--- src/rtl/display_pkg.sv ---
/* constants for a 640x480 display with a 160x120 mono framebuffer
   screen coordinates are signed and blanking runs below zero on both axes */
`default_nettype none

package display_pkg;

    // screen coordinates
    localparam int cordw = 16;  // signed coordinate width in bits

    // horizontal timing in pixels
    // active pixels start at 0 and blanking counts up from h_sta
    localparam int h_sta  = -160;  // first blanking pixel
    localparam int hs_sta = -144;  // hsync goes low
    localparam int hs_end = -48;   // hsync back high
    localparam int ha_end = 639;   // last active pixel

    // vertical timing in lines
    localparam int v_sta  = -45;  // first blanking line
    localparam int vs_sta = -35;  // vsync goes low
    localparam int vs_end = -33;  // vsync back high
    localparam int va_end = 479;  // last active line

    // framebuffer geometry
    localparam int fb_width  = 160;                    // pixels per buffer row
    localparam int fb_height = 120;                    // buffer rows
    localparam int fb_pixels = fb_width * fb_height;   // 19200
    localparam int fb_addrw  = $clog2(fb_pixels);      // 15 bits
    localparam int fb_xw     = $clog2(fb_width);       // host x port, 8 bits
    localparam int fb_yw     = $clog2(fb_height);      // host y port, 7 bits

    // read pipeline depth
    // one cycle for the read decision register and one for the block RAM
    localparam int fb_lat = 2;

    // colour
    localparam int chanw = 4;          // bits per channel
    localparam int colrw = 3 * chanw;  // r, g, b packed msb first

    localparam logic [colrw-1:0] bg_colr = 12'h137;  // outside the buffer area

endpackage

`default_nettype wire

--- src/rtl/display_timing.sv ---
/* 640x480 raster with 800x525 total, counters start in blanking at h_sta/v_sta
   all outputs are registered and match sx/sy of the same cycle */
`timescale 1ns/100ps
`default_nettype none

module display_timing (
    input  wire logic                            clk_pix,
    input  wire logic                            rst_n,
    output logic signed [display_pkg::cordw-1:0] sx,      // horizontal position
    output logic signed [display_pkg::cordw-1:0] sy,      // vertical position
    output logic                                 hsync,   // active low
    output logic                                 vsync,   // active low
    output logic                                 de,      // data enable
    output logic                                 frame,   // start of frame pulse
    output logic                                 vblank   // vertical blanking
);
    import display_pkg::*;

    logic signed [cordw-1:0] sx_nxt;  // position for the next cycle
    logic signed [cordw-1:0] sy_nxt;

    // next position, wraps at end of line and end of frame
    always_comb begin
        if (sx == ha_end) begin
            sx_nxt = cordw'(h_sta);  // back to start of blanking
            if (sy == va_end) begin
                sy_nxt = cordw'(v_sta);  // new frame
            end else begin
                sy_nxt = sy + cordw'(1);
            end
        end else begin
            sx_nxt = sx + cordw'(1);
            sy_nxt = sy;
        end
    end

    // decode from the next position so flags line up with sx/sy
    always_ff @(posedge clk_pix) begin
        if (!rst_n) begin
            sx     <= cordw'(h_sta);
            sy     <= cordw'(v_sta);
            hsync  <= 1'b1;
            vsync  <= 1'b1;
            de     <= 1'b0;
            frame  <= 1'b0;
            vblank <= 1'b1;  // v_sta is a blanking line
        end else begin
            sx     <= sx_nxt;
            sy     <= sy_nxt;
            hsync  <= !(sx_nxt >= hs_sta && sx_nxt < hs_end);  // 96 pixels low
            vsync  <= !(sy_nxt >= vs_sta && sy_nxt < vs_end);  // 2 lines low
            de     <= (sx_nxt >= 0 && sy_nxt >= 0);
            frame  <= (sx_nxt == h_sta && sy_nxt == v_sta);
            vblank <= (sy_nxt < 0);
        end
    end

    // counters stay inside the 800x525 raster
    a_coord_range: assert property (@(posedge clk_pix) disable iff (!rst_n)
        sx >= h_sta && sx <= ha_end && sy >= v_sta && sy <= va_end);

endmodule

`default_nettype wire

--- config.mk ---
export PLATFORM = sky130hd
export DESIGN_NAME = display_timing
export DESIGN_NICKNAME = d
export VERILOG_FILES = /design/src/rtl/display_pkg.sv /design/src/rtl/display_timing.sv
export SDC_FILE = /design/constraint.sdc
export NUM_CORES = 1
export LEC_CHECK = 0
export ABC_AREA = 1
export BUFFER_PORTS_ARGS = -buffer_cell sky130_fd_sc_hd__buf_2
export CORE_ASPECT_RATIO = 0.7
export CORE_UTILIZATION = 25
export CTS_CLUSTER_SIZE = 24
export DETAILED_ROUTE_END_ITERATION = 7
export PLACE_DENSITY = 0.52
export SYNTH_ARGS = -nofsm -noshare
export SYNTH_HDL_FRONTEND = slang
export SYNTH_SLANG_ARGS = --single-unit
--- constraint.sdc ---
create_clock -name clk_pix -period 1.9 [get_ports clk_pix]
set_clock_uncertainty 0.2 [all_clocks]
set_input_delay 0.38 -clock clk_pix [delete_from_list [all_inputs] [get_ports clk_pix]]
set_output_delay 0.38 -clock clk_pix [all_outputs]
set_load 0.005 [all_outputs]
==> metrics.md <==
| Metric | Value |
|---|---|
| Outcome | `complete, but fails checks` |
| Failing checks | `negative setup slack` |
| Number of flops mapped to enable cells by yosys | `0` |
| Pre-CTS WS | `-0.333 ns` |
| Post-Route Utilization | `0.454` |
| Hold Fails Final Rpt | `0` |
| Slew HR | `0.801` |
| Period utilization | `1.14` |
| FF-to-FF setup slack | `-0.26 ns` |
| Routed WL | `between 8 and 9 mm` |
| Final GP Congestion | `0.854` |
| Total GRT Usage | `0.163` |
| Port Buf Inserts | `38` |
| Die X | `121 µm` |
| Crit-path max FO | `15` |
| Design Area, Final | `4230 µm²` |
| Mapped Cells | `402` |
| Async SR Flop Fraction | `0` |
| Ys flop type | `dfxtp_1` |
| Starting Density | `0.265` |
| DR pass1 iterations | `5` |
| PnR worst setup slack | `-0.257 ns` |
| Final setup fails | `11` |
| Synth cell types | `30` |
| Vias in the first global route | `2,801` |
| NumNets Final | `a little under 600` |
| Vias | `between 3k and 4k` |
| Post-synthesis sequential area ratio | `0.291` |
| Die Ht | `between 80 and 90 µm` |
| Post-Layout Cell Count | `roughly 700` |
| Synth area leaders | `dfxtp_1, nand2_1, nor2_1` |
| Core area | `9330 µm²` |
| Syn_area_per_cell | `between 6 and 7 µm²` |
| Most frequent cells in the layout | `buf_4, nand2_1, nor2_1` |
| Clock slew at reported path FFs | `0.06 ns` |
| Worst Path Buf+Inv | `1` |
| Avg Vias per Cell | `4.47` |
| Worst hold path class | `in2reg` |
| Antenna viol nets, final | `0` |
| Arr. time, crit path | `2.12 ns` |
| Placed cell areas | `3640 µm²` |
| Cts bufs inserted | `5` |
| Commonest non-fill, non-tap cell in the layout | `buf_4` |
| Clk buf depth | `2` |
| Synth Cell Area | `2470 µm²` |
| Placed Cells incl. Taps | `671` |
| YS warnings | `0` |
| Critical path startpoint category | `register` |
| Area grow syn2layout | `71.2%` |
| Crit end category | `register` |
| Clk_lat worst skew | `0.28 ns` |
| Wire per inst | `12.3 µm` |
| Drt initial violations | `151` |
| Cell family with most CP delay | `simple AND/OR/NAND/NOR gates` |
| VDD IR max | `about 250 µV` |
| DRC errors left | `0` |
| CP max stage cell | `dfxtp_4` |
| Antenna cells | `0` |
| Final Slew Violations | `0` |
| Post-route setup TNS | `-1.07 ns` |
| Worst path max stage delay | `0.36 ns` |
| Synth top area share | `0.291` |
| Max_cap viols | `0` |
| Maximum clock frequency | `464 MHz` |
| Pin slew with the least headroom to its limit | `slightly below 0.3 ns` |
| CP required | `1.86 ns` |
| Synth Net Count | `407` |
| Area leader, netlist | `dfxtp_1` |
| Die area | `a little over 10,000 µm²` |
| CTS tree | `yes` |
| First-pass GRT wire length | `13.2 mm` |
| I/O pin cnt | `39` |
| Number of core rows | `29` |
| Pwr/cell area | `around 380 nW/µm²` |
| Root Buffer | `clkbuf_16` |
| Num Clock Sinks | `36` |
| WS Path Type | `reg2reg` |
| Initial antenna violation count | `0` |
| H-tree depth | `2` |
| Unrepaired setup endpoints after global routing | `yes` |
| Post-DP HPWL | `about 6.3 mm` |
| Tmin final | `2.16 ns` |
| Largest net degree at the start of global routing | `22` |
| Static leakage | `2.34 nW` |
| Fraction of layout cells with a size suffix above 1 | `0.468` |
| Congestion Overflow GR | `0` |
| Cts hold-fix bufs | `0` |
| CP Cell Sequence | `ha_4 -> nand2_4 -> nor2_8 -> nand3_4 -> inv_2 -> nand2_8 -> nand2_1 -> nand2_1 -> nor2_1 -> nand2_2 -> nor2_2 -> nor2_2 -> nor2_1 -> nand4_1` |
| #FFs+latches synth | `36` |
-- through the flow --
| step | power, mW | hold slack [ns] |
|---|---|---|
| finish | 1.62 | 0.156 |
| global route | 1.68 | 0.165 |
| CTS | 1.65 | 0.156 |
| detailed placement | 0.836 | 0.344 |
| global placement | 0.835 | 0.341 |
| floorplan | 0.808 | 0.249 |
-- area by class of cell --
class,instances,area [µm²]
timing repair buffer,174,1260
fill,929,5090
inverter,49,184
sequential,36,731
tap,124,155
clock buffer,6,129
multi-input combinational,309,1760
clock inverter,1,5.00
-- final timing paths --
check	start	to	depth (start not counted)
setup / recovery	sx[0]	vsync	14
hold / removal	rst_n	sy[1]	2
setup reg to reg	sx[0]	vsync	14
hold reg to reg	sx[0]	sx[0]	2
-- cell families after synthesis --
kind of cell    share of synthesized area
simple gates                        0.541
fa+ha+maj                          0.0152
buf+inv                             0.100
xor+xnor                           0.0177
flops                               0.291
compound gates                     0.0344
-- worst register-to-register path, delay by kind of cell, from the launching register on --
kind                     cells  cell delay (ns)
flip-flops                   1             0.36
buffers and inverters        1             0.12
AND/OR/NAND/NOR             12             1.23
adder cells (fa/ha/maj)      1             0.15
-- per-layer routing --
layer / track usage / share of wire
met1: 0.242 / 0.52
met2: 0.241 / 0.43
met3: 0.0363 / 0.049
met4: 0.0314 / 0.0029
met5: 0 / 0
-- where the power goes --
group,switching [mW],internal [mW]
combinational,0.0305,0.0219
sequential,0.00611,0.761
clock,0.324,0.477
-- what timing repair did --
item,CTS,global route
gates resized for setup,12,67
setup endpoints to repair,11,15
pin swaps,8,34
setup buffers,8,13
-- flip-flops by register name, summed over array words and instances, names as in the netlist --
register  count
frame         1
sx           16
vsync         1
de            1
hsync         1
sy           16
-- synth_stat cells, types with 2 or more instances --
master,instances
inv_1,41
nand3b_1,3
nor3_1,8
nand3_1,38
dfxtp_1,36
a21oi_1,5
clkbuf_1,3
o21ai_1,2
or2_2,2
ha_1,3
nor2_2,8
nand2_1,136
nand2_4,2
buf_6,2
o21ai_0,7
nand4_1,17
nor2_1,54
xor2_1,4
nor2_4,4
inv_2,7
nand3_2,4
nor2_8,2
buf_4,2
nand2_2,6
Note: power is estimated with default switching activity, not from simulation.
