$ cat config.mk
export PLATFORM = sky130hd
export DESIGN_NAME = fb_scanout
export DESIGN_NICKNAME = d
export VERILOG_FILES = /design/src/rtl/display_pkg.sv /design/src/rtl/fb_scanout.sv
export SDC_FILE = /design/constraint.sdc
export NUM_CORES = 1
export LEC_CHECK = 0
export BUFFER_PORTS_ARGS = -buffer_cell sky130_fd_sc_hd__buf_2
export CAP_MARGIN = 0
export CORE_AREA = 5 5 57 59
export CTS_CLUSTER_DIAMETER = 40
export DETAILED_ROUTE_END_ITERATION = 16
export DIE_AREA = 0 0 62 64
export PLACE_DENSITY = 0.85
export SETUP_SLACK_MARGIN = 0.05
export SYNTH_ARGS = -nofsm -noshare
export SYNTH_HDL_FRONTEND = slang
export SYNTH_SLANG_ARGS = --single-unit
$ cat constraint.sdc
create_clock -name clk_pix -period 2.45 [get_ports clk_pix]
set_input_delay 0.49 -clock clk_pix [delete_from_list [all_inputs] [get_ports clk_pix]]
set_output_delay 0.49 -clock clk_pix [all_outputs]
set_load 0.01 [all_outputs]
$ cat src/rtl/display_pkg.sv
/* constants for a 640x480 display with a 160x120 mono framebuffer
   screen coordinates are signed and blanking runs below zero on both axes */
`default_nettype none

package display_pkg;

    // screen coordinates
    localparam int cordw = 16;  // signed coordinate width in bits

    // horizontal timing in pixels
    // active pixels start at 0 and blanking counts up from h_sta
    localparam int h_sta  = -160;  // first blanking pixel
    localparam int hs_sta = -144;  // hsync goes low
    localparam int hs_end = -48;   // hsync back high
    localparam int ha_end = 639;   // last active pixel

    // vertical timing in lines
    localparam int v_sta  = -45;  // first blanking line
    localparam int vs_sta = -35;  // vsync goes low
    localparam int vs_end = -33;  // vsync back high
    localparam int va_end = 479;  // last active line

    // framebuffer geometry
    localparam int fb_width  = 160;                    // pixels per buffer row
    localparam int fb_height = 120;                    // buffer rows
    localparam int fb_pixels = fb_width * fb_height;   // 19200
    localparam int fb_addrw  = $clog2(fb_pixels);      // 15 bits
    localparam int fb_xw     = $clog2(fb_width);       // host x port, 8 bits
    localparam int fb_yw     = $clog2(fb_height);      // host y port, 7 bits

    // read pipeline depth
    // one cycle for the read decision register and one for the block RAM
    localparam int fb_lat = 2;

    // colour
    localparam int chanw = 4;          // bits per channel
    localparam int colrw = 3 * chanw;  // r, g, b packed msb first

    localparam logic [colrw-1:0] bg_colr = 12'h137;  // outside the buffer area

endpackage

`default_nettype wire

$ cat src/rtl/fb_scanout.sv
/* reads the buffer in raster order and paints it in the top-left 160x120
   read address runs fb_lat cycles ahead so data_out matches the current pixel
   outputs are registered once, so vga_* trail sx/sy by one cycle */
`timescale 1ns/100ps
`default_nettype none

module fb_scanout (
    input  wire logic                                   clk_pix,
    input  wire logic                                   rst_n,
    input  wire logic signed [display_pkg::cordw-1:0]   sx,
    input  wire logic signed [display_pkg::cordw-1:0]   sy,
    input  wire logic                                   de,
    input  wire logic                                   hsync,
    input  wire logic                                   vsync,
    input  wire logic                                   frame,
    input  wire logic                                   data_out,   // from memory
    output logic             [display_pkg::fb_addrw-1:0] addr_read, // to memory
    output logic                                        vga_hsync,
    output logic                                        vga_vsync,
    output logic             [display_pkg::chanw-1:0]   vga_r,
    output logic             [display_pkg::chanw-1:0]   vga_g,
    output logic             [display_pkg::chanw-1:0]   vga_b
);
    import display_pkg::*;

    logic             read_fb;       // address advances this cycle
    logic             paint_area;    // pixel inside the buffer
    logic [colrw-1:0] paint_colr;    // buffer or background
    logic [colrw-1:0] display_colr;  // black while blanking

    // read decision and address counter
    // decision starts fb_lat pixels early, one for this register and one for the RAM
    always_ff @(posedge clk_pix) begin
        if (!rst_n) begin
            read_fb   <= 1'b0;
            addr_read <= '0;
        end else begin
            read_fb <= (sy >= 0 && sy < fb_height &&
                        sx >= -fb_lat && sx < fb_width - fb_lat);
            if (frame) begin
                addr_read <= '0;  // restart each frame
            end else if (read_fb) begin
                if (addr_read == fb_addrw'(fb_pixels - 1)) begin
                    addr_read <= '0;  // last pixel, park at zero until next frame
                end else begin
                    addr_read <= addr_read + 1'b1;
                end
            end
        end
    end

    // paint
    always_comb begin
        paint_area = (sy >= 0 && sy < fb_height && sx >= 0 && sx < fb_width);
        if (paint_area) begin
            paint_colr = {colrw{data_out}};  // 1 -> fff, 0 -> 000
        end else begin
            paint_colr = bg_colr;
        end
        display_colr = de ? paint_colr : '0;
    end

    // VGA output registers
    always_ff @(posedge clk_pix) begin
        if (!rst_n) begin
            vga_hsync <= 1'b1;
            vga_vsync <= 1'b1;
            vga_r     <= '0;
            vga_g     <= '0;
            vga_b     <= '0;
        end else begin
            vga_hsync <= hsync;
            vga_vsync <= vsync;
            {vga_r, vga_g, vga_b} <= display_colr;
        end
    end

    // read address never runs past the buffer
    a_addr_range: assert property (@(posedge clk_pix) disable iff (!rst_n)
        addr_read < fb_pixels);

    // buffer row fully read by the time the row is painted
    a_row_end: assert property (@(posedge clk_pix) disable iff (!rst_n)
        (sy >= 0 && sy < fb_height && sx == fb_width) |->
        addr_read == fb_addrw'(((sy + 1) * fb_width) % fb_pixels));

endmodule

`default_nettype wire

==> metrics <==
status completed; Port Buffers 63; synthesized cell area 1040 um^2; top cells by area, synth dfxtp_1 (39%), xnor2_1 (9.3%), buf_4 (7.2%); Core ar. 2660 um^2; largest net degree at the start of global routing 15; post-CTS sizing 0; post-layout net count 217; CTS tree yes; Startpoint Class register; iteration count of the initial detailed-routing pass 4; setup ws final 0.520 ns; number of global-route vias before repair 1018; Worst path slowest cell or4_4; Power Density 430 nW/um^2; min cycle time layout 1.93 ns; DIE WIDTH 62 um; Final Hold Fails 0; critical-path cell list or3b_1 > or4_4 > o311ai_4 > buf_4 > nor2_1; Syn-to-layout area delta 29.7%; initial DRC count 41; initial antenna violation count 0; crit-path max FO 14; grt total ovfl 0; Req. time, crit path 2.65 ns; syn_area_per_cell 8.64 um^2; GRT Overall Usage 0.136; WHS Endpoint vga_vsync$_SDFF_PN1_; count of maximum capacitance violations 0; Setup-failing EPs final 0; Yosys reg bits 20; Slew HR 0.757; reg2reg path depth 5; Reg2Reg Setup Slack 0.52 ns; # rows 19; CTS Hold Bufs 0; post-synthesis cell count 120; post-synth top area share 0.386; CTS clock-pin slew for the worst setup and hold paths 0.11 ns; Boundary Pins 68; vias post-DR 1083; Worst-Margin Slew 0.363 ns; hold crit path type in -> reg; Post-route DRC 0; Setup crit end kind register; Die ar. 3970 um^2; first-pass GRT wire length 4340 um; die height 64 um; worst-skew pair later-pin latency 0.30 ns; sequential fraction of the synthesis area 0.386; critical path's largest stage delay 0.52 ns; Unique masters post-synth 25; Worst Skew 0.000858 ns; Worst Setup Path Type reg -> reg; syn nets 160; Worst IR Drop VDD 0.413 mV; RSZ-0062 raised after global routing no; DP HPWL 2120 um; Placer Congestion 0.818; cell taking the most area after synthesis dfxtp_1; root buf cell clkbuf_4; Diodes inserted 0; Leak 0.571 nW; Avg WL per Cell 13.0 um; hold path depth 2; reg-to-reg startpoint addr_read[12]$_SDFFE_PP0P_; RR Endpoint addr_read[7]$_SDFFE_PP0P_; Setup WS pre-CTS 0.552 ns; CTS H-tree lvls 1; crit share post-route 0.788; f_max 518 MHz; DR vias/cell 5.23; setup TNS 0 ns; CP Data Arrival Time 2.13 ns; DRT Wirelength 2680 um; clk sinks 20; Routed Antenna Nets 0; Num CTS Buffers 3; layout cells sized above 1 0.403; Hold Path Origin vsync; starting density of the core 0.390; Clock Path Buffers 2; max-slew violations 0; Synth Warn # 0; post-CTS setup buffers 0; Total Power 578 uW
[registers in the layout, summed over array words and instances, names as in the netlist]
register / cells
read_fb: 1
vga_hsync: 1
vga_g: 1
vga_vsync: 1
vga_b: 1
addr_read: 15
[synth_stat cells]
library cell,number
nor3_1,5
nand2_1,5
o311ai_0,1
a21oi_1,1
or3b_1,1
clkbuf_1,1
inv_1,3
nand2b_1,3
xor2_1,3
dfxtp_1,20
nand4_1,12
or4_4,1
buf_4,10
ha_1,1
a31oi_1,1
nor2_1,18
nand3_1,8
nor4_1,9
buf_6,1
a21bo_2,1
xnor2_1,11
o311ai_4,1
nor3b_1,1
o311a_1,1
o21ai_0,1
[power breakdown]
group / switching, mW / total [mW] / internal (mW)
logic: 0.0259 / 0.0574 / 0.0315
registers: 0.00121 / 0.329 / 0.328
clock network: 0.101 / 0.192 / 0.0907
[worst max-delay path by stage]
stage,from,to,cells after the start,slack [ns]
2_1_floorplan,addr_read[14]$_SDFFE_PP0P_,addr_read[0]$_SDFFE_PP0P_,5,0.60
3_5_place_dp,addr_read[12]$_SDFFE_PP0P_,addr_read[12]$_SDFFE_PP0P_,5,0.55
4_1_cts,addr_read[12]$_SDFFE_PP0P_,addr_read[7]$_SDFFE_PP0P_,5,0.53
3_3_place_gp,addr_read[12]$_SDFFE_PP0P_,addr_read[8]$_SDFFE_PP0P_,5,0.60
5_1_grt,addr_read[12]$_SDFFE_PP0P_,addr_read[7]$_SDFFE_PP0P_,5,0.46
6_report,addr_read[12]$_SDFFE_PP0P_,addr_read[7]$_SDFFE_PP0P_,5,0.52
[final cells by class]
| type | instances | area [um^2] |
|---|---|---|
| clock buffers | 4 | 36.3 |
| inverters | 3 | 11.3 |
| well taps | 31 | 38.8 |
| fillers | 290 | 1320 |
| multi-input cells | 85 | 536 |
| flip-flops and latches | 20 | 400 |
| repair buffers | 64 | 323 |
[critical path, delay by kind of cell (launching register included)]
kind            cells  cell delay (ns)
compound gates      1             0.22
flops               1             0.37
simple gates        3             1.00
buf+inv             1             0.24
[cells in the final DEF (no fill, tap or decap), types with 3 or more instances in the layout]
cell / n
buf_2: 63
dfxtp_1: 20
nor2_1: 18
nand4_1: 12
xnor2_1: 11
nor4_1: 9
nand3_1: 8
nand2_1: 5
nor3_1: 5
inv_1: 3
nand2b_1: 3
xor2_1: 3
clkbuf_4: 3
[per-stage QoR]
stage | area, um^2 | hold slack (ns) | util | instances
floorplan | 1040 | 0.549 | - | 120
global placement | 1310 | 0.521 | 0.492 | 203
detailed placement | 1310 | 0.538 | 0.492 | 203
CTS | 1350 | 0.361 | 0.505 | 207
global route | 1350 | 0.368 | 0.505 | 207
finish | 1350 | 0.363 | 0.505 | 207
[logic make-up after synthesis]
| family | count (synthesis) | share of synthesized area |
|---|---|---|
| flip-flops | 20 | 0.386 |
| AO/OA/AOI/OAI | 7 | 0.0688 |
| adder cells (fa/ha/maj) | 1 | 0.0121 |
| XOR/XNOR | 14 | 0.118 |
| AND/OR/NAND/NOR | 63 | 0.317 |
| buffers and inverters | 15 | 0.0977 |
[metal layers]
metal / track usage / routed length [um] / part of all wire
met5: 0 / 0 / 0
met4: 0.0159 / 14 / 0.0052
met3: 0.0443 / 291 / 0.11
met2: 0.233 / 1360 / 0.51
met1: 0.167 / 1020 / 0.38
Power figures use the tool's default switching activity.
