`config.mk`:
```
export PLATFORM = sky130hd
export DESIGN_NAME = fb_writer
export DESIGN_NICKNAME = d
export VERILOG_FILES = /design/src/rtl/display_pkg.sv /design/src/rtl/fb_writer.sv
export SDC_FILE = /design/constraint.sdc
export NUM_CORES = 1
export LEC_CHECK = 0
export ABC_AREA = 0
export BUFFER_PORTS_ARGS = -buffer_cell sky130_fd_sc_hd__buf_2
export CAP_MARGIN = 30
export CORE_MARGIN = 2
export CORE_UTILIZATION = 52
export CTS_CLUSTER_SIZE = 30
export DETAILED_ROUTE_END_ITERATION = 6
export HOLD_SLACK_MARGIN = 0.15
export PLACE_DENSITY = 0.87
export SYNTH_ARGS = -nofsm -noshare
export SYNTH_HDL_FRONTEND = slang
export SYNTH_SLANG_ARGS = --single-unit
```
`constraint.sdc`:
```
create_clock -name clk_pix -period 4.2 [get_ports clk_pix]
set_input_delay 0.42 -clock clk_pix [delete_from_list [all_inputs] [get_ports clk_pix]]
set_output_delay 0.42 -clock clk_pix [all_outputs]
set_load 0.05 [all_outputs]
```
`src/rtl/display_pkg.sv`:
```
/* constants for a 640x480 display with a 160x120 mono framebuffer
   screen coordinates are signed and blanking runs below zero on both axes */
`default_nettype none

package display_pkg;

    // screen coordinates
    localparam int cordw = 16;  // signed coordinate width in bits

    // horizontal timing in pixels
    // active pixels start at 0 and blanking counts up from h_sta
    localparam int h_sta  = -160;  // first blanking pixel
    localparam int hs_sta = -144;  // hsync goes low
    localparam int hs_end = -48;   // hsync back high
    localparam int ha_end = 639;   // last active pixel

    // vertical timing in lines
    localparam int v_sta  = -45;  // first blanking line
    localparam int vs_sta = -35;  // vsync goes low
    localparam int vs_end = -33;  // vsync back high
    localparam int va_end = 479;  // last active line

    // framebuffer geometry
    localparam int fb_width  = 160;                    // pixels per buffer row
    localparam int fb_height = 120;                    // buffer rows
    localparam int fb_pixels = fb_width * fb_height;   // 19200
    localparam int fb_addrw  = $clog2(fb_pixels);      // 15 bits
    localparam int fb_xw     = $clog2(fb_width);       // host x port, 8 bits
    localparam int fb_yw     = $clog2(fb_height);      // host y port, 7 bits

    // read pipeline depth
    // one cycle for the read decision register and one for the block RAM
    localparam int fb_lat = 2;

    // colour
    localparam int chanw = 4;          // bits per channel
    localparam int colrw = 3 * chanw;  // r, g, b packed msb first

    localparam logic [colrw-1:0] bg_colr = 12'h137;  // outside the buffer area

endpackage

`default_nettype wire

```
`src/rtl/fb_writer.sv`:
```
/* host pixel port, ready only in vertical blank so a shown frame never tears
   the host must hold x, y and pixel stable until the transfer
   pixels outside 160x120 complete the handshake but are not written */
`timescale 1ns/100ps
`default_nettype none

module fb_writer (
    input  wire logic                              clk_pix,
    input  wire logic                              rst_n,
    input  wire logic                              vblank,     // from timing
    input  wire logic                              wr_valid,
    input  wire logic [display_pkg::fb_xw-1:0]     wr_x,
    input  wire logic [display_pkg::fb_yw-1:0]     wr_y,
    input  wire logic                              wr_pixel,
    output logic                                   wr_ready,
    output logic                                   we,         // to memory
    output logic      [display_pkg::fb_addrw-1:0]  addr_write,
    output logic                                   data_in
);
    import display_pkg::*;

    logic                ready_en;  // low during reset and the cycle after
    logic                xfer;      // handshake completes this edge
    logic                in_buf;    // coordinate lands inside the buffer
    logic [fb_addrw-1:0] addr_lin;  // y * width + x

    assign wr_ready = vblank && ready_en;  // back-pressure for the whole active frame
    assign xfer     = wr_valid && wr_ready;
    assign in_buf   = (wr_x < fb_width) && (wr_y < fb_height);

    // linear address, max 119*160+159 fits in 15 bits
    assign addr_lin = fb_addrw'(wr_y) * fb_addrw'(fb_width) + fb_addrw'(wr_x);

    // control
    always_ff @(posedge clk_pix) begin
        if (!rst_n) begin
            ready_en <= 1'b0;
            we       <= 1'b0;
        end else begin
            ready_en <= 1'b1;
            we       <= xfer && in_buf;  // dropped coordinates give no strobe
        end
    end

    // payload, captured on every transfer
    always_ff @(posedge clk_pix) begin
        if (xfer) begin
            addr_write <= addr_lin;
            data_in    <= wr_pixel;
        end
    end

    // strobe only ever carries a valid buffer address
    a_addr_range: assert property (@(posedge clk_pix) disable iff (!rst_n)
        we |-> addr_write < fb_pixels);

endmodule

`default_nettype wire

```
==> reports/results.env, run 1 <==
CTS-HOLD-FIX-BUFFERS=0
HTREE_NUM_LEVELS=1
R2R.WORST_PATH.CELLS=1
ROUTED_VIA_DENSITY=5.027
CRITICAL_PATH.ENDPOINT_TYPE='flop'
FINAL.FILL_COUNT=151
WORSTMARGINPINSLEW_NS=0.6867
CLOCKROOTBUFFER='clkbuf_4'
FMAX_MHz=389.1
FIRST_PASS_ITERS=1
WORSTPATHREQUIRED_NS=4.31
SYNTH_EDF_COUNT=16
TIMING.CRITICAL_PATH.TO='addr_write[14]'
NUM_ANTENNA_CELLS=0
DIE_W_UM=48.96
AREA_GROWTH_SYN_TO_LAYOUT_PCT=23.33
ANTENNA_FOUND_INITIAL=0
TOTAL_GRT_OVERFLOW=0
SYNTH_AREA_UM2=1051
CLOCK_TREE_FROM_TRITONCTS='yes'
LAYOUT_MIN_CYCLE_TIME_NS=2.570
TIMING.FINAL.SETUP_VIOLATIONS=0
CRITICAL_PATH.STARTPOINT_TYPE='primary input'
POWER_DENSITY_nW_PER_UM2=326.8
DR_TOTAL_VIAS=744
LEAKAGE_POWER_nW=0.5916
GRT_START_MAX_NET_PINS=18
SYNTH_FP_NETS=115
POSTSYNTHREGISTERBITS=18
POST_CTS.REPAIR.SETUP_BUFFERS=0
YOSYSUNIQUECELLTYPES=31
BUFS_ON_LONGEST_CLOCK_PATH=2
DESIGN.FINAL.NETS=157
ASYNC_SET_OR_RESET_REGISTER_RATIO_AFTER_SYNTHESIS_PCT=0
POST_CTS_RESIZED=0
FINAL.PERIOD_UTILIZATION_PCT=61.20
GRT_SETUP_UNREPAIRED='no'
FP.DIEAREA_UM2=2397
WORST-ENDPOINT-ARRIVAL_NS=2.68
FINAL-INSTANCE-COUNT-EXCL-FILL=148
R2R_SETUP_SLACK_NS=2.92
DRCVIOLATIONCOUNT=0
INSERTION_DELAY_NS=0.28
IO_BUFFERS=37
DESIGN_AREA_UM2=1296
HOLD_VIOL=0
SETUP.WORST_PATH.CLASS='in2reg'
GP_ROUTABILITY_CONGESTION=0.7761
FIRST_GLOBAL_VIAS=740
DPL.CELL_COUNT=144
GRT_PASS1_WL_MM=3.146
DP_HPWL_MM=1.592
SYNTH_FLOP_CELL='edfxtp_1'
SYNTH.MOST_COMMON_CELL='edfxtp_1'
SYNTH.TOP_CELL.AREA_SHARE_PCT=45.71
SLEW_VIOLATIONS=0
START_UTIL_PCT=54.12
MULTI_INPUT_AREA_UM2=515.5
CLOCK_TREE_SINKS=18
MAX_CAP_VIOL_COUNT=0
POSTROUTEWIRELENGTH_MM=1.846
POST_SYNTH_MOST_FREQUENT_CELLS='edfxtp_1, ha_1, nor2_1'
POST-PLACE-WS_NS=1.329
DRT_FIRST_ITER_VIOLATIONS=0
WORSTHOLDPATHTYPE='in2reg'
LAYOUT_CELL_SHARE_WITH_DRIVE_STRENGTH_BEYOND_1_PCT=38.02
FINAL.SETUP.WORST_SLACK_NS=1.630
CTS.REPORTEDPATHS.CLKPINSLEW_NS=0.09
DIE_Y_UM=48.96
REGISTER_AREA_UM2=520.5
SYNTH_TOP_AREA_CELL='edfxtp_1'
SYNTH.TOP_CELLS.BY_AREA='edfxtp_1, ha_1, xnor2_1'
FIN_SETUP_TNS_NS=0
GRT_UTIL_ALL_LAYERS_PCT=17.12
POSTSYNTHCELLCOUNT=80
ROUTE.DETAILED.WL_PER_INST_UM=12.47
STARTPOINT='wr_y[1]'
DRTANTENNAVIOLNETS=0
SLEW_HEADROOM_PCT=54.22
SYNTH_WARNINGS=0
SYNTH-SEQ-AREA-SHARE_PCT=49.52
R2R-END='addr_write[4]'
PLACEABLECOREAREA_UM2=1942
PLACEMENT.CELL_AREA_UM2=1270
WORSTPATHMAXFANOUT=3
HOLDWS_NS=0.2572
VDD.IR_DROP.WORST_mV=0.1497
FLOORPLAN.IO_PINS=38
CTS-BUFFERS-INSERTED=3
FP-ROW-COUNT=16
FIN_SKEW_NS=0.005444
WORST_R2R_STARTPOINT='ready_en'
SYNTHESIS.AREA_PER_INSTANCE_UM2=13.14
STATUS='complete, no violations'
[power breakdown]
| part | switching (mW) | internal [mW] | total (mW) |
|---|---|---|---|
| combinational | 0.0810 | 0.0529 | 0.134 |
| clock | 0.0459 | 0.0345 | 0.0804 |
| sequential | 0.00127 | 0.208 | 0.209 |
| total | 0.128 | 0.295 | 0.424 |
[area by class of cell]
class,count,share of cell area (%)
Clock buffer,3,1.737
Clock inverter,1,0.2896
Inverter,4,1.158
Multi-Input combinational cell,58,39.77
Sequential cell,18,40.15
Tap cell,27,2.606
Timing Repair Buffer,37,14.29
[flip-flops by register name, indices dropped and copies added, names as in the netlist]
name	cells
we	1
ready_en	1
addr_write	15
data_in	1
[placed cells by master, fill, tap and decap left out, types with 2 or more instances in the layout]
cell type / synthesis / final
buf_2: 0 / 37
edfxtp_1: 16 / 16
ha_1: 13 / 13
nor2_1: 7 / 7
o21ai_0: 5 / 5
xnor2_1: 5 / 5
inv_1: 4 / 4
a21oi_1: 3 / 3
clkbuf_4: 0 / 3
xor2_1: 2 / 2
fa_1: 2 / 2
dfxtp_1: 2 / 2
[stage by stage]
step	power [mW]	util [%]
2_1_floorplan	0.3141	-
3_3_place_gp	0.3421	65.40
3_5_place_dp	0.3477	65.40
4_1_cts	0.4287	66.75
5_1_grt	0.4472	66.75
6_report	0.4236	66.75
[worst min-delay path by stage]
stage               cells past startpoint       end  startpoint  slack (ns)
global placement                        1  ready_en       rst_n        0.54
detailed placement                      1  ready_en       rst_n        0.55
finish                                  1  ready_en       rst_n        0.26
global route                            1  ready_en       rst_n        0.25
floorplan                               0  ready_en       rst_n        0.45
CTS                                     1  ready_en       rst_n        0.25
[logic make-up (layout without fill, tap and decap cells)]
| family | after synthesis | in the layout | share of synthesized area (%) |
|---|---|---|---|
| buffers and inverters | 4 | 45 | 1.428 |
| AO/OA/AOI/OAI | 18 | 18 | 12.50 |
| AND/OR/NAND/NOR | 17 | 17 | 9.288 |
| adder cells (fa/ha/maj) | 15 | 15 | 19.29 |
| flip-flops | 18 | 18 | 49.52 |
| XOR/XNOR | 8 | 8 | 7.976 |
[worst max-delay path: stages]
cell and delay [ns]:
buf_2 0.11, ha_1 0.30, ha_1 0.23, fa_1 0.43
xor2_1 0.27, o21ai_1 0.12, or4_4 0.45, o41ai_2 0.34
[layer usage]
layer  GRT usage, %  routed length, um  up-vias
met5              0                  0        -
met1          20.16                772      323
met2          30.82                958       31
met4          8.571                  0        0
li1               -                  -      390
met3          1.840                114        0
(Power assumes the default switching activity.)
==> inputs of run 2 (changes only) <==
Settings changed: ABC_AREA 0 to 1, CORE_UTILIZATION 52 to 44, PLACE_DENSITY 0.87 to 0.78.
Clock period 4.2 ns to 2.3 ns, I/O delays scaled along.
==> reports/results.env, run 2 <==
GRT_PASS1_WL_MM=3.256
WORSTMARGINPINSLEW_NS=0.2535
FIRST_GLOBAL_VIAS=820
POSTSYNTHREGISTERBITS=18
FMAX_MHz=525.3
SYNTH_AREA_UM2=1130
INSERTION_DELAY_NS=0.28
SLEW_VIOLATIONS=0
LAYOUT_MIN_CYCLE_TIME_NS=1.904
GRT_SETUP_UNREPAIRED='no'
FP-ROW-COUNT=18
POWER_FRAC_SEQ_PCT=46.0
DPL.CELL_COUNT=179
WORST_R2R_STARTPOINT='ready_en'
WORSTHOLDPATHTYPE='in2reg'
POSTSYNTHCELLCOUNT=111
CRITICAL_PATH.STARTPOINT_TYPE='primary input'
GRT_UTIL_ALL_LAYERS_PCT=15.54
WORST-ENDPOINT-ARRIVAL_NS=1.95
POST_SYNTH_MOST_FREQUENT_CELLS='nand2_1, edfxtp_1, inv_1'
FINAL-INSTANCE-COUNT-EXCL-FILL=190
AREA_GROWTH_SYN_TO_LAYOUT_PCT=29.79
TIMING.FINAL.SETUP_VIOLATIONS=0
SYNTHESIS.AREA_PER_INSTANCE_UM2=10.18
UTILIZATION_PCT=59.74
SYNTH_EDF_COUNT=16
SETUP.WORST_PATH.CLASS='in2reg'
SYNTH-SEQ-AREA-SHARE_PCT=46.07
ANTENNA_FOUND_INITIAL=0
DESIGN.FINAL.NETS=196
SYNTH_WARNINGS=0
FINAL.FILL_COUNT=217
SYNTH_FLOP_CELL='edfxtp_1'
FINALPOWER_uW=828.6
DR_TOTAL_VIAS=892
ROUTED_VIA_DENSITY=4.695
CLOCKROOTBUFFER='clkbuf_4'
ASYNC_SET_OR_RESET_REGISTER_RATIO_AFTER_SYNTHESIS_PCT=0
DIE_W_UM=54.68
FIN_SKEW_NS=0.0007218
YOSYSUNIQUECELLTYPES=24
INTPOWER_uW=573.4
MAX_FLOP_REGISTER='addr_write'
IO_BUFFERS=37
HOLDWS_NS=0.2619
PLACEABLECOREAREA_UM2=2455
DRT_FIRST_ITER_VIOLATIONS=6
MOSTFREQUENTLAYOUTCELLS='buf_2, nand2_1, inv_1, edfxtp_1, ha_1'
WORSTPATHREQUIRED_NS=2.34
POSTROUTEWIRELENGTH_MM=2.095
SYNTH_TOP_AREA_CELL='edfxtp_1'
NETSWITCHINGFRACTION_PCT=30.80
R2R_SETUP_SLACK_NS=1.30
TIMING.CRITICAL_PATH.TO='addr_write[12]'
CRITICAL_PATH.ENDPOINT_TYPE='flop'
START_UTIL_PCT=46.02
DP_HPWL_MM=1.683
R2R.WORST_PATH.CELLS=3
DRTANTENNAVIOLNETS=0
MAX_CAP_VIOL_COUNT=0
CTS.REPORTEDPATHS.CLKPINSLEW_NS=0.09
WORSTPATHMAXFANOUT=3
R2R-END='addr_write[1]'
NUM_ANTENNA_CELLS=0
SWITCHING_POWER_uW=255.2
SYNTH.TOP_CELL.AREA_SHARE_PCT=42.52
SYNTH.MOST_COMMON_CELL='nand2_1'
POWER.COMBINATIONAL.FRACTION_PCT=31.9
FIN_SETUP_TNS_NS=0
STATUS='complete, no violations'
FLOORPLAN.IO_PINS=38
LAYOUT_CELL_SHARE_WITH_DRIVE_STRENGTH_BEYOND_1_PCT=32.50
DIE_Y_UM=54.68
VDD.IR_DROP.WORST_mV=0.3497
FP.DIEAREA_UM2=2989
TOTAL_GRT_OVERFLOW=0
CLOCKPOWERSHARE_PCT=22.1
SYNTH_FP_NETS=146
GRT_START_MAX_NET_PINS=18
CLOCK_TREE_FROM_TRITONCTS='yes'
ROUTE.DETAILED.WL_PER_INST_UM=11.03
BUFS_ON_LONGEST_CLOCK_PATH=2
CLOCK_TREE_SINKS=18
CTS-BUFFERS-INSERTED=3
DRCVIOLATIONCOUNT=0
LEAKAGE_POWER_nW=0.7154
FINAL_COMMON_CELL='buf_2'
POST_CTS.REPAIR.SETUP_BUFFERS=0
SYNTH.TOP_CELLS.BY_AREA='edfxtp_1, ha_1, nand2_1'
POWER_DENSITY_nW_PER_UM2=565.1
STARTPOINT='wr_y[1]'
FINAL.PERIOD_UTILIZATION_PCT=82.77
GP_ROUTABILITY_CONGESTION=0.7249
FIRST_PASS_ITERS=4
POST_CTS_RESIZED=0
HTREE_NUM_LEVELS=1
HOLD_VIOL=0
SLEW_HEADROOM_PCT=83.22
LARGEST_REGISTER_FFS=15
-- run 2: cell count changes after synthesis, sizes merged, moves of 3 or more --
| cell | delta |
|---|---|
| xnor2 | -4 |
| inv | +13 |
| nand4 | +3 |
| nand3 | +11 |
| o21ai | -4 |
| nand2 | +25 |
-- run 2: kinds of logic (layout without fill, tap and decap cells) --
kind of cell / count (synthesis) / after routing / share of synthesized area, %
xor+xnor: 5 / 5 / 3.876
flops: 18 / 18 / 46.07
buf+inv: 17 / 66 / 5.648
fa+ha+maj: 15 / 15 / 17.94
compound gates: 7 / 7 / 3.875
simple gates: 49 / 49 / 22.59
-- run 2: routing by layer --
metal  up-vias  track usage [%]  share of wire [%]
met5         -                0                  0
met4         0            9.167               0.91
met3         2            1.639                6.1
met2        30            27.98                 48
met1       387            17.44                 45
li1        473                -                  -
-- run 2: power groups by stage --
stage | Clock (mW) | Sequential [mW] | Combinational, mW
floorplan | 0 | 0.430 | 0.155
global placement | 0 | 0.389 | 0.248
detailed placement | 0 | 0.389 | 0.256
CTS | 0.190 | 0.381 | 0.266
global route | 0.206 | 0.382 | 0.296
finish | 0.183 | 0.381 | 0.264
-- run 2: through the flow --
step	setup WS, ns	area [um^2]
finish	0.3964	1466
global route	0.2985	1466
CTS	0.4087	1466
detailed placement	0.08952	1360
global placement	0.1817	1360
floorplan	0.3412	1130
-- run 2: worst min path at each step --
stage,startpoint,endpoint,cells past startpoint
after floorplan,rst_n,ready_en,0
after global placement,rst_n,ready_en,1
after detailed placement,rst_n,ready_en,1
after CTS,wr_y[0],addr_write[5],2
after global routing,wr_y[0],addr_write[5],2
final,wr_y[0],addr_write[5],2
-- run 2: critical path: stages --
cell     delay (ns)
buf_2          0.12
ha_1           0.29
ha_1           0.25
fa_1           0.42
nand2_1        0.16
nand3_4        0.10
nor2_2         0.16
nand2_1        0.08
xor2_1         0.14
-- run 2: area by class of cell --
class                           count  area [um^2]  share of cell area, %
Sequential cell                    18        520.5                  35.49
Inverter                           17        63.81                  4.352
Multi-Input combinational cell     76        545.5                  37.20
Timing Repair Buffer               45        262.8                  17.92
Clock buffer                        4        36.28                  2.474
Tap cell                           30        37.54                  2.560
-- run 2: what timing repair did --
item | in CTS | in global routing
endpoints found under the hold margin | 7 | 0
setup endpoints to repair | 0 | 0
hold buffers | 7 | 0
==> inputs of run 3 (changes only) <==
Settings changed: CORE_UTILIZATION 44 to 49, PLACE_DENSITY 0.78 to 0.82.
Clock period 2.3 ns to 1.89 ns, I/O delays scaled along.
==> reports/results.env, run 3 (synthesis gave the netlist of run 2 again) <==
STATUS='complete, no violations'
FIN_SETUP_TNS_NS=0
DIE_W_UM=52.02
LAYOUT_CELL_SHARE_WITH_DRIVE_STRENGTH_BEYOND_1_PCT=35.76
ANTENNA_FOUND_INITIAL=0
CTS.REPORTEDPATHS.CLKPINSLEW_NS=0.09
PATH_DELAY_FAMILY='adder cells'
BUFS_ON_LONGEST_CLOCK_PATH=2
PATH_BUF_INV=1
CLOCK_TREE_SINKS=18
GRT_SETUP_UNREPAIRED='no'
DESIGN_AREA_UM2=1511
DR_TOTAL_VIAS=936
WORSTMARGINPINSLEW_NS=0.2320
CLOCKROOTBUFFER='clkbuf_4'
CRITICAL_PATH.ENDPOINT_TYPE='flop'
FP-ROW-COUNT=17
DESIGN.FINAL.NETS=201
MOSTFREQUENTLAYOUTCELLS='buf_2, nand2_1, inv_1, edfxtp_1, ha_1'
SLEW_HEADROOM_PCT=84.37
FMAX_MHz=557.3
CTS-HOLD-FIX-BUFFERS=7
TIMING.CRITICAL_PATH.CELLS='buf_2 -> ha_1 -> ha_2 -> fa_2 -> nand3_4 -> nor2_4 -> nand2_1 -> xor2_1'
CRITICAL_PATH.STARTPOINT_TYPE='primary input'
PLACEABLECOREAREA_UM2=2191
NUM_ANTENNA_CELLS=0
HP-START='wr_x[5]'
POST_CTS_RESIZED=0
WORSTPATHMAXFANOUT=3
GRT_START_MAX_NET_PINS=18
FIN_SKEW_NS=0.004421
DIE_Y_UM=52.02
TIMING.CRITICAL_PATH.SLOWEST_STAGE_CELL='fa_2'
HTREE_NUM_LEVELS=1
FIRST_GLOBAL_VIAS=998
POSTROUTEWIRELENGTH_MM=2.302
DRTANTENNAVIOLNETS=0
WORSTHOLDPATHTYPE='in2reg'
POWER_DENSITY_nW_PER_UM2=681.6
FINAL.PERIOD_UTILIZATION_PCT=94.95
PLACEMENT.CELL_AREA_UM2=1405
MAX_CAP_VIOL_COUNT=0
WORST-ENDPOINT-ARRIVAL_NS=1.84
AREA_GROWTH_SYN_TO_LAYOUT_PCT=33.78
LARGEST_REGISTER_FFS=15
DRT_FIRST_ITER_VIOLATIONS=4
HOLD_VIOL=0
LEAKAGE_POWER_nW=0.7364
SLEW_VIOLATIONS=0
TOTAL_GRT_OVERFLOW=0
MAX_FLOP_REGISTER='addr_write'
TIMING.FINAL.SETUP_VIOLATIONS=0
GP_ROUTABILITY_CONGESTION=0.8372
FINAL_COMMON_CELL='buf_2'
FLOORPLAN.IO_PINS=38
FIRST_PASS_ITERS=4
DP_HPWL_MM=1.947
WORST_R2R_STARTPOINT='ready_en'
POST_CTS.REPAIR.SETUP_BUFFERS=0
DRCVIOLATIONCOUNT=0
LAYOUT_MIN_CYCLE_TIME_NS=1.795
VDD.IR_DROP.WORST_mV=0.3796
CRITICAL_PATH.MAX_STAGE_DELAY_NS=0.59
INSERTION_DELAY_NS=0.29
FINAL.FILL_COUNT=169
FP.DIEAREA_UM2=2706
ROUTE.DETAILED.WL_PER_INST_UM=11.93
SETUP.WORST_PATH.CLASS='in2reg'
CTS-BUFFERS-INSERTED=3
IO_BUFFERS=37
GRT_PASS1_WL_MM=3.877
START_UTIL_PCT=51.57
STARTPOINT='wr_y[1]'
GRT_UTIL_ALL_LAYERS_PCT=19.85
ROUTED_VIA_DENSITY=4.850
WORSTPATHREQUIRED_NS=1.94
CLOCK_TREE_FROM_TRITONCTS='yes'
[run 3: changes by cell type in the layout (fill, tap and decap cells not counted)]
| cell | before | now |
|---|---|---|
| ha_2 | 0 | 1 |
| ha_1 | 13 | 12 |
| nor2_2 | 2 | 1 |
| fa_1 | 2 | 1 |
| nor2_4 | 1 | 2 |
| buf_4 | 1 | 6 |
| fa_2 | 0 | 1 |
[run 3: where the power goes]
| group | switching [mW] | internal [mW] |
|---|---|---|
| Combinational | 0.212 | 0.131 |
| Sequential | 0.00329 | 0.461 |
| Clock | 0.106 | 0.117 |
[run 3: stage by stage]
step                power (mW)  setup slack [ns]  util [%]  std cells  hold WS (ns)
global placement        0.7867           -0.1496     64.13        182        0.3229
floorplan               0.7169        -0.0003280         -        111        0.2167
CTS                      1.040           0.09463     68.99        193        0.2428
detailed placement      0.8049           -0.2290     64.13        182        0.3293
finish                   1.030           0.09547     68.99        193        0.2541
global route             1.080           0.01352     68.99        193        0.2558
[run 3: metal layers]
metal  wire, um  track usage (%)  vias up
li1           -                -      482
met1        931            18.88      415
met2       1205            39.24       32
met3         88            1.149        7
met4         76            14.04        0
met5          0                0        -
[run 3: worst reg2reg max path, stage by stage (launching register included)]
cell and delay (ns):
dfxtp_1 0.33, nand2_1 0.06, nor2_1 0.09, buf_4 0.24
[run 3: layout make-up]
type                       instances  area (um^2)  area share [%]
multi-input combinational         76        555.5           36.75
timing repair buffer              50        300.3           19.87
inverter                          17        63.81           4.222
tap                               28        35.03           2.318
clock buffer                       4        36.28           2.401
sequential                        18        520.5           34.44
[run 3: worst paths after layout]
| kind | end | slack (ns) | cells after the start |
|---|---|---|---|
| min | addr_write[5] | 0.25 | 2 |
| min reg2reg | addr_write[12] | 0.80 | 3 |
| max reg2reg | addr_write[5] | 0.87 | 3 |
| max | addr_write[12] | 0.1 | 8 |
